**src/include/rvDefs_defs.svh**
```systemverilog
// Core sizes for RV32I only; the instruction layout assumes a 32-bit word, keep RV_XLEN at 32
`ifndef RVDEFS_DEFS_SVH
`define RVDEFS_DEFS_SVH

// Data and address width
// Also the width of the PC and of every register
`define RV_XLEN 32

// Register address width, 32 architectural registers
`define RV_REG_AW 5

// PC loaded while reset is held
// Must stay word aligned, the core has no misaligned fetch check
`define RV_RESET_PC 32'h0000_0000

// Word size in bytes, used for the sequential PC step
`define RV_WORD_BYTES 4

// Function code of LW and SW, the only access size kept
`define RV_F3_WORD 3'b010

`endif
```
**src/design/rvPkg.sv**
```systemverilog
// Types for the RV32I subset only; enum values follow the base ISA encodings
package rvPkg;

    // Major opcodes, bits 6:0 of every instruction
    typedef enum logic [6:0] {
        OpcLoad   = 7'b0000011,
        OpcStore  = 7'b0100011,
        OpcOp     = 7'b0110011,
        OpcOpImm  = 7'b0010011,
        OpcLui    = 7'b0110111,
        OpcBranch = 7'b1100011,
        OpcJal    = 7'b1101111,
        OpcJalr   = 7'b1100111
    } opcodeE;

    // ALU functions, internal encoding
    typedef enum logic [2:0] {
        AluAdd, AluSub, AluAnd, AluOr, AluXor, AluSlt, AluSltu, AluPassB
    } aluOpE;

    // Writeback source
    typedef enum logic [1:0] {
        WbAlu, WbMem, WbPcPlus4
    } wbSelE;

    // Next PC choice
    typedef enum logic [1:0] {
        PcSeq,      // PC+4
        PcRel,      // PC+imm, taken branch or JAL
        PcJalr      // rs1+imm, bit 0 cleared
    } pcSelE;

    typedef struct packed {
        logic [6:0] funct7;
        logic [4:0] rs2;
        logic [4:0] rs1;
        logic [2:0] funct3;
        logic [4:0] rd;
        opcodeE     opcode;
    } instRT;

    typedef struct packed {
        logic [11:0] imm;           // imm[11:0]
        logic [4:0]  rs1;
        logic [2:0]  funct3;
        logic [4:0]  rd;
        opcodeE      opcode;
    } instIT;

    typedef struct packed {
        logic [6:0] immHi;          // imm[11:5]
        logic [4:0] rs2;
        logic [4:0] rs1;
        logic [2:0] funct3;
        logic [4:0] immLo;          // imm[4:0]
        opcodeE     opcode;
    } instST;

    typedef struct packed {
        logic       imm12;
        logic [5:0] immHi;          // imm[10:5]
        logic [4:0] rs2;
        logic [4:0] rs1;
        logic [2:0] funct3;
        logic [3:0] immLo;          // imm[4:1]
        logic       imm11;
        opcodeE     opcode;
    } instBT;

    typedef struct packed {
        logic [19:0] imm;           // imm[31:12]
        logic [4:0]  rd;
        opcodeE      opcode;
    } instUT;

    typedef struct packed {
        logic       imm20;
        logic [9:0] immLo;          // imm[10:1]
        logic       imm11;
        logic [7:0] immHi;          // imm[19:12]
        logic [4:0] rd;
        opcodeE     opcode;
    } instJT;

    // One word, six views
    typedef union packed {
        instRT r;
        instIT i;
        instST s;
        instBT b;
        instUT u;
        instJT j;
    } instU;

endpackage

```
**src/design/processorSc.sv**
```systemverilog
// Single-cycle RV32I subset core; program and data reads must return in the same cycle
`include "rvDefs_defs.svh"

module processorSc (
    input  logic                   i_Clock,
    input  logic                   i_arstN,        // Async reset, active low

    output logic [`RV_XLEN-1:0]    o_pgmAddr,      // Instruction address
    input  rvPkg::instU            i_pgmInst,      // Instruction, same cycle

    output logic [`RV_XLEN-1:0]    o_memAddr,      // Data address
    output logic                   o_memWrEnable,  // Write at next rising edge
    output logic [`RV_XLEN-1:0]    o_memWrData,    // Store data
    input  logic [`RV_XLEN-1:0]    i_memRdData     // Load data, combinational
);

    logic [`RV_REG_AW-1:0] rs1;
    logic [`RV_REG_AW-1:0] rs2;
    logic [`RV_REG_AW-1:0] rd;
    logic [`RV_XLEN-1:0]   imm;
    logic [`RV_XLEN-1:0]   rs1Data;
    logic [`RV_XLEN-1:0]   rs2Data;
    rvPkg::aluOpE          aluOp;
    logic                  opBSel;
    rvPkg::wbSelE          wbSel;
    logic                  regWrEnable;
    logic                  memWrEnable;
    rvPkg::pcSelE          pcSel;
    logic [`RV_XLEN-1:0]   operandB;       // ALU input B
    logic [`RV_XLEN-1:0]   aluResult;
    logic [`RV_XLEN-1:0]   wbData;         // Register write value
    logic [`RV_XLEN-1:0]   pc;
    logic [`RV_XLEN-1:0]   pcPlus4;

    instDecoder u_decoder (
        .i_inst (i_pgmInst),
        .o_rs1  (rs1),
        .o_rs2  (rs2),
        .o_rd   (rd),
        .o_imm  (imm)
    );

    controller u_ctrl (
        .i_inst        (i_pgmInst),
        .i_rs1Data     (rs1Data),
        .i_rs2Data     (rs2Data),
        .o_aluOp       (aluOp),
        .o_opBSel      (opBSel),
        .o_wbSel       (wbSel),
        .o_regWrEnable (regWrEnable),
        .o_memWrEnable (memWrEnable),
        .o_pcSel       (pcSel)
    );

    regFile u_regs (
        .i_Clock    (i_Clock),
        .i_arstN    (i_arstN),
        .i_wrAddr   (rd),
        .i_wrData   (wbData),
        .i_wrEnable (regWrEnable),
        .i_rdAddrA  (rs1),
        .o_rdDataA  (rs1Data),
        .i_rdAddrB  (rs2),
        .o_rdDataB  (rs2Data)
    );

    // Operand B, register or immediate
    assign operandB = opBSel ? imm : rs2Data;

    alu u_alu (
        .i_op       (aluOp),
        .i_operandA (rs1Data),
        .i_operandB (operandB),
        .o_result   (aluResult)
    );

    // Writeback source
    always_comb begin
        case (wbSel)
            rvPkg::WbMem:     wbData = i_memRdData;    // LW
            rvPkg::WbPcPlus4: wbData = pcPlus4;        // JAL/JALR link
            default:          wbData = aluResult;
        endcase
    end

    pcUnit u_pc (
        .i_Clock   (i_Clock),
        .i_arstN   (i_arstN),
        .i_pcSel   (pcSel),
        .i_imm     (imm),
        .i_rs1Data (rs1Data),
        .o_pc      (pc),
        .o_pcPlus4 (pcPlus4)
    );

    // External ports
    assign o_pgmAddr     = pc;
    assign o_memAddr     = aluResult;      // rs1+imm for LW/SW
    assign o_memWrEnable = memWrEnable;
    assign o_memWrData   = rs2Data;

endmodule

```
**src/design/pcUnit.sv**
```systemverilog
// PC register and next-PC adders; no alignment check on branch or JAL targets
`include "rvDefs_defs.svh"

module pcUnit (
    input  logic                   i_Clock,
    input  logic                   i_arstN,        // Holds PC at reset value
    input  rvPkg::pcSelE           i_pcSel,        // Next PC choice
    input  logic [`RV_XLEN-1:0]    i_imm,          // Branch/jump offset
    input  logic [`RV_XLEN-1:0]    i_rs1Data,      // JALR base
    output logic [`RV_XLEN-1:0]    o_pc,           // Current PC
    output logic [`RV_XLEN-1:0]    o_pcPlus4       // Sequential PC, also link value
);

    localparam logic [`RV_XLEN-1:0] PcStep = `RV_WORD_BYTES;

    logic [`RV_XLEN-1:0] pcPlusImm;    // Branch and JAL target
    logic [`RV_XLEN-1:0] rs1PlusImm;   // JALR sum
    logic [`RV_XLEN-1:0] pcNext;

    assign o_pcPlus4  = o_pc + PcStep;
    assign pcPlusImm  = o_pc + i_imm;
    assign rs1PlusImm = i_rs1Data + i_imm;

    always_comb begin
        case (i_pcSel)
            rvPkg::PcRel:  pcNext = pcPlusImm;
            rvPkg::PcJalr: pcNext = {rs1PlusImm[`RV_XLEN-1:1], 1'b0};  // Bit 0 cleared
            default:       pcNext = o_pcPlus4;
        endcase
    end

    // Loads every cycle, no stall
    always_ff @(posedge i_Clock or negedge i_arstN) begin
        if (!i_arstN) begin
            o_pc <= `RV_RESET_PC;
        end else begin
            o_pc <= pcNext;
        end
    end

endmodule

```
**src/design/alu.sv**
```systemverilog
// Integer ALU for the kept operations; no shifter and no flags
`include "rvDefs_defs.svh"

module alu (
    input  rvPkg::aluOpE           i_op,           // Function select
    input  logic [`RV_XLEN-1:0]    i_operandA,     // rs1 data
    input  logic [`RV_XLEN-1:0]    i_operandB,     // rs2 data or immediate
    output logic [`RV_XLEN-1:0]    o_result
);

    logic ltSigned;
    logic ltUnsigned;

    // Set-less-than compares
    assign ltSigned   = ($signed(i_operandA) < $signed(i_operandB));
    assign ltUnsigned = (i_operandA < i_operandB);

    always_comb begin
        case (i_op)
            rvPkg::AluAdd:   o_result = i_operandA + i_operandB;   // Also address calc
            rvPkg::AluSub:   o_result = i_operandA - i_operandB;
            rvPkg::AluAnd:   o_result = i_operandA & i_operandB;
            rvPkg::AluOr:    o_result = i_operandA | i_operandB;
            rvPkg::AluXor:   o_result = i_operandA ^ i_operandB;
            rvPkg::AluSlt: begin
                o_result = {{(`RV_XLEN-1){1'b0}}, ltSigned};
            end
            rvPkg::AluSltu: begin
                o_result = {{(`RV_XLEN-1){1'b0}}, ltUnsigned};
            end
            rvPkg::AluPassB: o_result = i_operandB;                 // LUI
            default:         o_result = '0;
        endcase
    end

endmodule

```
**src/design/regFile.sv**
```systemverilog
// Two async read ports, one write port; x0 reads zero and no write bypass exists
`include "rvDefs_defs.svh"

module regFile (
    input  logic                    i_Clock,
    input  logic                    i_arstN,        // Clears all registers
    input  logic [`RV_REG_AW-1:0]   i_wrAddr,       // Write address
    input  logic [`RV_XLEN-1:0]     i_wrData,       // Write data
    input  logic                    i_wrEnable,     // Write strobe
    input  logic [`RV_REG_AW-1:0]   i_rdAddrA,      // Read address A
    output logic [`RV_XLEN-1:0]     o_rdDataA,      // Read data A
    input  logic [`RV_REG_AW-1:0]   i_rdAddrB,      // Read address B
    output logic [`RV_XLEN-1:0]     o_rdDataB       // Read data B
);

    // x1..x31, x0 has no storage
    logic [`RV_XLEN-1:0] regs [1:(1 << `RV_REG_AW)-1];

    always_ff @(posedge i_Clock or negedge i_arstN) begin
        if (!i_arstN) begin
            for (int idx = 1; idx < (1 << `RV_REG_AW); idx++) begin
                regs[idx] <= '0;
            end
        end else if (i_wrEnable && i_wrAddr != '0) begin   // Writes to x0 dropped
            regs[i_wrAddr] <= i_wrData;
        end
    end

    // Combinational reads
    assign o_rdDataA = (i_rdAddrA == '0) ? '0 : regs[i_rdAddrA];
    assign o_rdDataB = (i_rdAddrB == '0) ? '0 : regs[i_rdAddrB];

endmodule

```
**src/design/controller.sv**
```systemverilog
// Control decode for the kept subset; shifts and unknown opcodes run as a NOP with PC+4
`include "rvDefs_defs.svh"

module controller (
    input  rvPkg::instU            i_inst,          // Current instruction
    input  logic [`RV_XLEN-1:0]    i_rs1Data,       // rs1 value, branch compare
    input  logic [`RV_XLEN-1:0]    i_rs2Data,       // rs2 value, branch compare
    output rvPkg::aluOpE           o_aluOp,         // ALU function
    output logic                   o_opBSel,        // 1 selects the immediate
    output rvPkg::wbSelE           o_wbSel,         // Writeback source
    output logic                   o_regWrEnable,   // Register write
    output logic                   o_memWrEnable,   // Data memory write
    output rvPkg::pcSelE           o_pcSel          // Next PC choice
);

    logic [2:0]   funct3;
    logic [6:0]   funct7;
    rvPkg::aluOpE arithOp;      // ALU op from funct3/funct7
    logic         arithValid;   // Function code is a kept one
    logic         isEq;
    logic         isLtS;
    logic         isLtU;
    logic         brTaken;

    assign funct3 = i_inst.r.funct3;
    assign funct7 = i_inst.r.funct7;

    // Register compares for branches
    assign isEq  = (i_rs1Data == i_rs2Data);
    assign isLtS = ($signed(i_rs1Data) < $signed(i_rs2Data));
    assign isLtU = (i_rs1Data < i_rs2Data);

    always_comb begin
        case (funct3)
            3'b000:  brTaken = isEq;        // BEQ
            3'b001:  brTaken = !isEq;       // BNE
            3'b100:  brTaken = isLtS;       // BLT
            3'b101:  brTaken = !isLtS;      // BGE
            3'b110:  brTaken = isLtU;       // BLTU
            3'b111:  brTaken = !isLtU;      // BGEU
            default: brTaken = 1'b0;        // Reserved codes fall through
        endcase
    end

    // Shared by OP and OP-IMM
    always_comb begin
        arithValid = 1'b1;
        case (funct3)
            3'b000: begin
                // funct7 bits are immediate bits in OP-IMM, so SUB only for OP
                if (i_inst.r.opcode == rvPkg::OpcOp && funct7[5])
                    arithOp = rvPkg::AluSub;
                else
                    arithOp = rvPkg::AluAdd;
            end
            3'b010:  arithOp = rvPkg::AluSlt;
            3'b011:  arithOp = rvPkg::AluSltu;
            3'b100:  arithOp = rvPkg::AluXor;
            3'b110:  arithOp = rvPkg::AluOr;
            3'b111:  arithOp = rvPkg::AluAnd;
            default: begin
                arithOp    = rvPkg::AluAdd;     // Shifts, not implemented
                arithValid = 1'b0;
            end
        endcase
    end

    always_comb begin
        // NOP defaults
        o_aluOp       = rvPkg::AluAdd;
        o_opBSel      = 1'b0;
        o_wbSel       = rvPkg::WbAlu;
        o_regWrEnable = 1'b0;
        o_memWrEnable = 1'b0;
        o_pcSel       = rvPkg::PcSeq;
        case (i_inst.r.opcode)
            rvPkg::OpcOp: begin
                o_aluOp       = arithOp;
                o_regWrEnable = arithValid;
            end
            rvPkg::OpcOpImm: begin
                o_aluOp       = arithOp;
                o_opBSel      = 1'b1;
                o_regWrEnable = arithValid;
            end
            rvPkg::OpcLui: begin
                o_aluOp       = rvPkg::AluPassB;    // Immediate straight through
                o_opBSel      = 1'b1;
                o_regWrEnable = 1'b1;
            end
            rvPkg::OpcLoad: begin
                o_opBSel      = 1'b1;               // Address rs1+imm
                o_wbSel       = rvPkg::WbMem;
                o_regWrEnable = (funct3 == `RV_F3_WORD);   // LW only
            end
            rvPkg::OpcStore: begin
                o_opBSel      = 1'b1;
                o_memWrEnable = (funct3 == `RV_F3_WORD);   // SW only
            end
            rvPkg::OpcBranch: begin
                o_pcSel = brTaken ? rvPkg::PcRel : rvPkg::PcSeq;
            end
            rvPkg::OpcJal: begin
                o_wbSel       = rvPkg::WbPcPlus4;   // Link value
                o_regWrEnable = 1'b1;
                o_pcSel       = rvPkg::PcRel;
            end
            rvPkg::OpcJalr: begin
                o_wbSel       = rvPkg::WbPcPlus4;
                o_regWrEnable = 1'b1;
                o_pcSel       = rvPkg::PcJalr;
            end
            default: ;                              // Unknown, keep NOP
        endcase
    end

endmodule

```
**src/design/instDecoder.sv**
```systemverilog
// Combinational field extract; unknown opcodes give a zero immediate, U format assumes 32 bits
`include "rvDefs_defs.svh"

module instDecoder (
    input  rvPkg::instU              i_inst,    // Current instruction
    output logic [`RV_REG_AW-1:0]    o_rs1,     // Source register 1
    output logic [`RV_REG_AW-1:0]    o_rs2,     // Source register 2
    output logic [`RV_REG_AW-1:0]    o_rd,      // Destination register
    output logic [`RV_XLEN-1:0]      o_imm      // Sign-extended immediate
);

    // Same bit positions in every format
    assign o_rs1 = i_inst.r.rs1;
    assign o_rs2 = i_inst.r.rs2;
    assign o_rd  = i_inst.r.rd;

    always_comb begin
        case (i_inst.r.opcode)
            rvPkg::OpcOpImm,
            rvPkg::OpcLoad,
            rvPkg::OpcJalr: begin                       // I format
                o_imm = {{(`RV_XLEN-12){i_inst.i.imm[11]}}, i_inst.i.imm};
            end
            rvPkg::OpcStore: begin                      // S format, split field
                o_imm = {{(`RV_XLEN-12){i_inst.s.immHi[6]}},
                         i_inst.s.immHi, i_inst.s.immLo};
            end
            rvPkg::OpcBranch: begin
                // B format, scattered, bit 0 always zero
                o_imm = {{(`RV_XLEN-13){i_inst.b.imm12}}, i_inst.b.imm12,
                         i_inst.b.imm11, i_inst.b.immHi, i_inst.b.immLo, 1'b0};
            end
            rvPkg::OpcLui: begin                        // Upper 20 bits, low 12 cleared
                o_imm = {i_inst.u.imm, 12'h000};
            end
            rvPkg::OpcJal: begin
                // J format, 21-bit signed offset
                o_imm = {{(`RV_XLEN-21){i_inst.j.imm20}}, i_inst.j.imm20,
                         i_inst.j.immHi, i_inst.j.imm11, i_inst.j.immLo, 1'b0};
            end
            default: begin
                o_imm = '0;                             // R format and unknown
            end
        endcase
    end

endmodule

```
**config.mk**
```make
export PLATFORM = sky130hd
export DESIGN_NAME = processorSc
export DESIGN_NICKNAME = d
export VERILOG_FILES = /design/src/design/rvPkg.sv /design/src/design/processorSc.sv /design/src/design/pcUnit.sv /design/src/design/alu.sv /design/src/design/regFile.sv /design/src/design/controller.sv /design/src/design/instDecoder.sv
export VERILOG_INCLUDE_DIRS = /design/src /design/src/include
export SDC_FILE = /design/constraint.sdc
export NUM_CORES = 2
export LEC_CHECK = 0
export BUFFER_PORTS_ARGS = -buffer_cell sky130_fd_sc_hd__buf_2
export CORE_MARGIN = 2
export CORE_UTILIZATION = 45
export DETAILED_ROUTE_END_ITERATION = 8
export GPL_ROUTABILITY_DRIVEN = 0
export SETUP_SLACK_MARGIN = 0.15
export SLEW_MARGIN = 10
export SYNTH_ARGS = -nofsm -noshare
export SYNTH_HDL_FRONTEND = slang
export SYNTH_SLANG_ARGS = --single-unit
```
**constraint.sdc**
```tcl
create_clock -name i_Clock -period 20.8 [get_ports i_Clock]
set_clock_uncertainty 0.1 [all_clocks]
set_input_delay 2.08 -clock i_Clock [delete_from_list [all_inputs] [get_ports i_Clock]]
set_output_delay 2.08 -clock i_Clock [all_outputs]
set_load 0.02 [all_outputs]
```
==> results.md <==
* Outcome: completed
* Vias in the first global route at 49,100
* CP endpoint kind: output pin
* Final WL at about 220,000 um
* Worst Path Max Fanout at 52
* Critical R2R Capture: u_pc.o_pc[27]
* Vias at just over 50,000
* Core Box Area at around 0.14 mm2
* Leak pwr at 30.8 nW
* Slew margin rel. at 0.125
* Die height at between 300 and 400 um
* Post-layout net count at ~6,200
* Worst setup path category: input pin to output pin
* Hold Path End: u_regs.regs[782]
* Worst Setup Start Kind: input pin
* Placed wire-length estimate at about 140,000 um
* Hold Buf Count CTS at 0
* Flop-to-flop setup slack at ~13 ns
* H-tree levels at 3
* Final period util at 0.588
* Clock buffer depth at 3
* Count of flip-flops with a built-in enable after synthesis at 0
* Post-CTS setup buffers at 0
* Synthesized cell area at 0.0634 mm2
* Req. time, crit path at 18.62 ns
* Psw at about 1.2 mW
* Wire length per cell at between 20 and 30 um
* Clk Latency, worst-skew pair at between 0.7 and 0.8 ns
* Fin Setup TNS at 0 ns
* Post-CTS Resized at 0
* I/O pin count at roughly 160
* Port buffer count at 162
* Type of the most critical hold path: register to register
* DRC at 0
* Clock Tree Root: clkbuf_16
* Sequential share of power at 0.455
* Post-synth ARST share at 1.00
* Unique masters post-synth at between 100 and 150
* R2R depth at 20
* Hold depth at 2
* Min Tclk post-route at about 12 ns
* DRT iter0 DRCs at 6,134
* Seq cells post-synth at 1,024
* First-pass DRT Iterations at 8
* Max VDD drop at about 0.000071 V
* Total gr overflow at 0
* Max Clk Rate at 81.7 MHz
* Int Power at about 3.3 mW
* Diode count at 0
* Seq/Total Area, Yosys at 0.404
* Final Max Slew Viols at 0
* RSZ-0062 raised after global routing: false
* Power share of the clock group at 0.452
* Cells after synthesis at around 6,100
* Max Cap Violations at 0
* Final Hold Viols at 0
* First-pass GRT wire length at ~320,000 um
* Syn. warnings at 0
* Top_reg_cell synth: dfrtp_1
* Initial antenna violation count at 7
* Area grow syn2layout at 9.64%
* Worst-Margin Slew at between 1 and 1.5 ns
* Reg clk slew, reported paths at roughly 0.06 ns
* Syn nets at 6,361
* # rows at between 100 and 150
* Antenna Nets Post-Route at 0
* Sw frac at 0.262
* Overall Global Routing Usage at 0.305
* CTS tree: built
* Pwr Density at about 65 mW/mm2
* Die width at 379 um
* Largest net degree at the start of global routing at about 180
* Starting Density at 0.454
* Worst flop-to-flop path startpoint: u_regs.regs[31]
* Final setup fails at 0
* Final core occ at 0.498
* Share of layout cells above drive strength 1 at 0.208
* Critical path arrival at ~10 ns
* Comb pwr share at 0.093
* Syn avg cell area at roughly 10 um2
* Cts bufs inserted at between 100 and 150
* CTS sink cnt at about 1,000
* Die ar. at roughly 0.14 mm2
* Hold Path Origin: u_regs.regs[782]
* Routed vias/inst at roughly 6.4
cells in the mapped netlist (23+ instances only):
master       n  share of area
a21oi_1    174          0.014
clkbuf_1   435          0.026
xnor2_1     58         0.0080
a221o_1     25         0.0039
o31ai_1     42         0.0050
mux4_2     574           0.20
inv_1      156         0.0092
ha_1       194          0.038
o21ai_1     77         0.0061
buf_1       63         0.0037
dfrtp_1   1024           0.40
mux2_2     119          0.021
o21a_1      39         0.0046
nand4_1     23         0.0023
a21o_1      81         0.0096
a221oi_1    29         0.0040
a22o_1      68         0.0094
nor2_1     140         0.0083
xor2_1      33         0.0046
mux2i_1     51         0.0081
nor3_1      34         0.0027
o21bai_1    25         0.0030
nand2_1   1184          0.070
a22oi_1     26         0.0031
and3_1      24         0.0024
buf_2       32         0.0025
o21ai_0   1015          0.080
nor2b_1     26         0.0026
nand3_1     54         0.0043
sequential cells by signal (all words and copies together) (netlist names):
register	cells
u_pc.o_pc	32
u_regs.regs	992
layer usage:
layer / GRT usage / vias up / part of all wire
met3: 0.0518 / 468 / 0.083
met4: 0.132 / 8 / 0.046
met1: 0.422 / 25400 / 0.42
li1: - / 22000 / -
met5: 0 / - / 0.00028
met2: 0.474 / 2365 / 0.46
per-stage QoR:
stage	power [mW]	std cells	instance area, um2	hold slack [ns]	worst slack [ns]
2_1_floorplan	2.33	6097	63400	0.359	11.23
6_report	4.49	7903	69500	0.395	8.56
5_1_grt	4.63	7903	69500	0.418	8.23
4_1_cts	4.52	7903	69500	0.398	8.62
3_3_place_gp	2.49	7701	65800	0.373	8.64
3_5_place_dp	2.49	7701	65800	0.384	8.64
placed cells by master (no fill, tap or decap), types with 25 or more instances in the layout:
cell,netlist,routed
a22oi_1,26,26
nor2b_1,26,25
a221o_1,25,25
xor2_1,33,33
mux4_2,574,574
o31ai_1,42,41
clkbuf_16,0,109
nand3_1,54,51
dfrtp_1,1024,1024
inv_1,156,155
a21oi_1,174,173
nor2_1,140,138
a21o_1,81,81
buf_4,7,117
o21ai_0,1015,1000
nand2_4,0,28
ha_1,194,193
mux2i_1,51,50
a22o_1,68,68
a221oi_1,29,28
buf_2,32,151
o21a_1,39,39
nor3_1,34,34
xnor2_1,58,58
o21ai_1,77,71
clkbuf_1,435,27
mux2_2,119,119
nand2_1,1184,1156
cell type report:
type | instances | area, um2
clock buffers | 158 | 3130
multi-input cells | 4365 | 35400
clock inverters | 44 | 557
repair buffers | 279 | 1810
fillers | 12600 | 70200
well taps | 1876 | 2350
inverters | 157 | 589
flip-flops and latches | 1024 | 25600
how the worst max path moves through the flow:
stage	endpoint	from	cells past startpoint	slack (ns)
3_5_place_dp	o_memAddr[0]	i_pgmInst[20]	19	8.64
5_1_grt	o_memAddr[0]	i_pgmInst[20]	19	8.23
4_1_cts	o_memAddr[0]	i_pgmInst[20]	19	8.62
3_3_place_gp	o_memAddr[0]	i_pgmInst[20]	19	8.64
6_report	o_memAddr[0]	i_pgmInst[15]	19	8.56
2_1_floorplan	o_memAddr[29]	i_pgmInst[15]	19	11.23
logic make-up (layout without fill, tap and decap cells):
family | count (synthesis) | in the layout | synth area share
muxes | 744 | 744 | 0.233
and+or+nand+nor | 1585 | 1585 | 0.104
buffers and inverters | 708 | 638 | 0.0436
AOI/OAI and AO/OA | 1747 | 1747 | 0.163
adders and majority gates | 198 | 198 | 0.0396
DFF | 1024 | 1024 | 0.404
xor gates and xnor gates | 91 | 91 | 0.0126
critical path: stages:
cell	delay (ns)
buf_8	0.49
buf_4	0.63
buf_4	0.81
buf_4	0.93
mux4_2	0.62
mux4_2	0.46
mux2_2	0.39
ha_1	0.58
o21ai_0	0.18
nand2b_1	0.11
a21oi_1	0.10
o31ai_1	0.38
a21o_1	0.24
a211oi_2	0.08
a21oi_1	0.20
nor3_1	0.09
o311ai_1	1.08
nand2_1	0.29
buf_2	0.25
power by group through the flow:
stage          clock network, mW  logic, mW  registers [mW]
4_1_cts                     2.06      0.417            2.04
2_1_floorplan                  0      0.242            2.09
5_1_grt                     2.13      0.450            2.04
3_5_place_dp                   0      0.416            2.08
6_report                    2.03      0.417            2.04
3_3_place_gp                   0      0.413            2.08
Note: power is estimated with default switching activity, not from simulation.
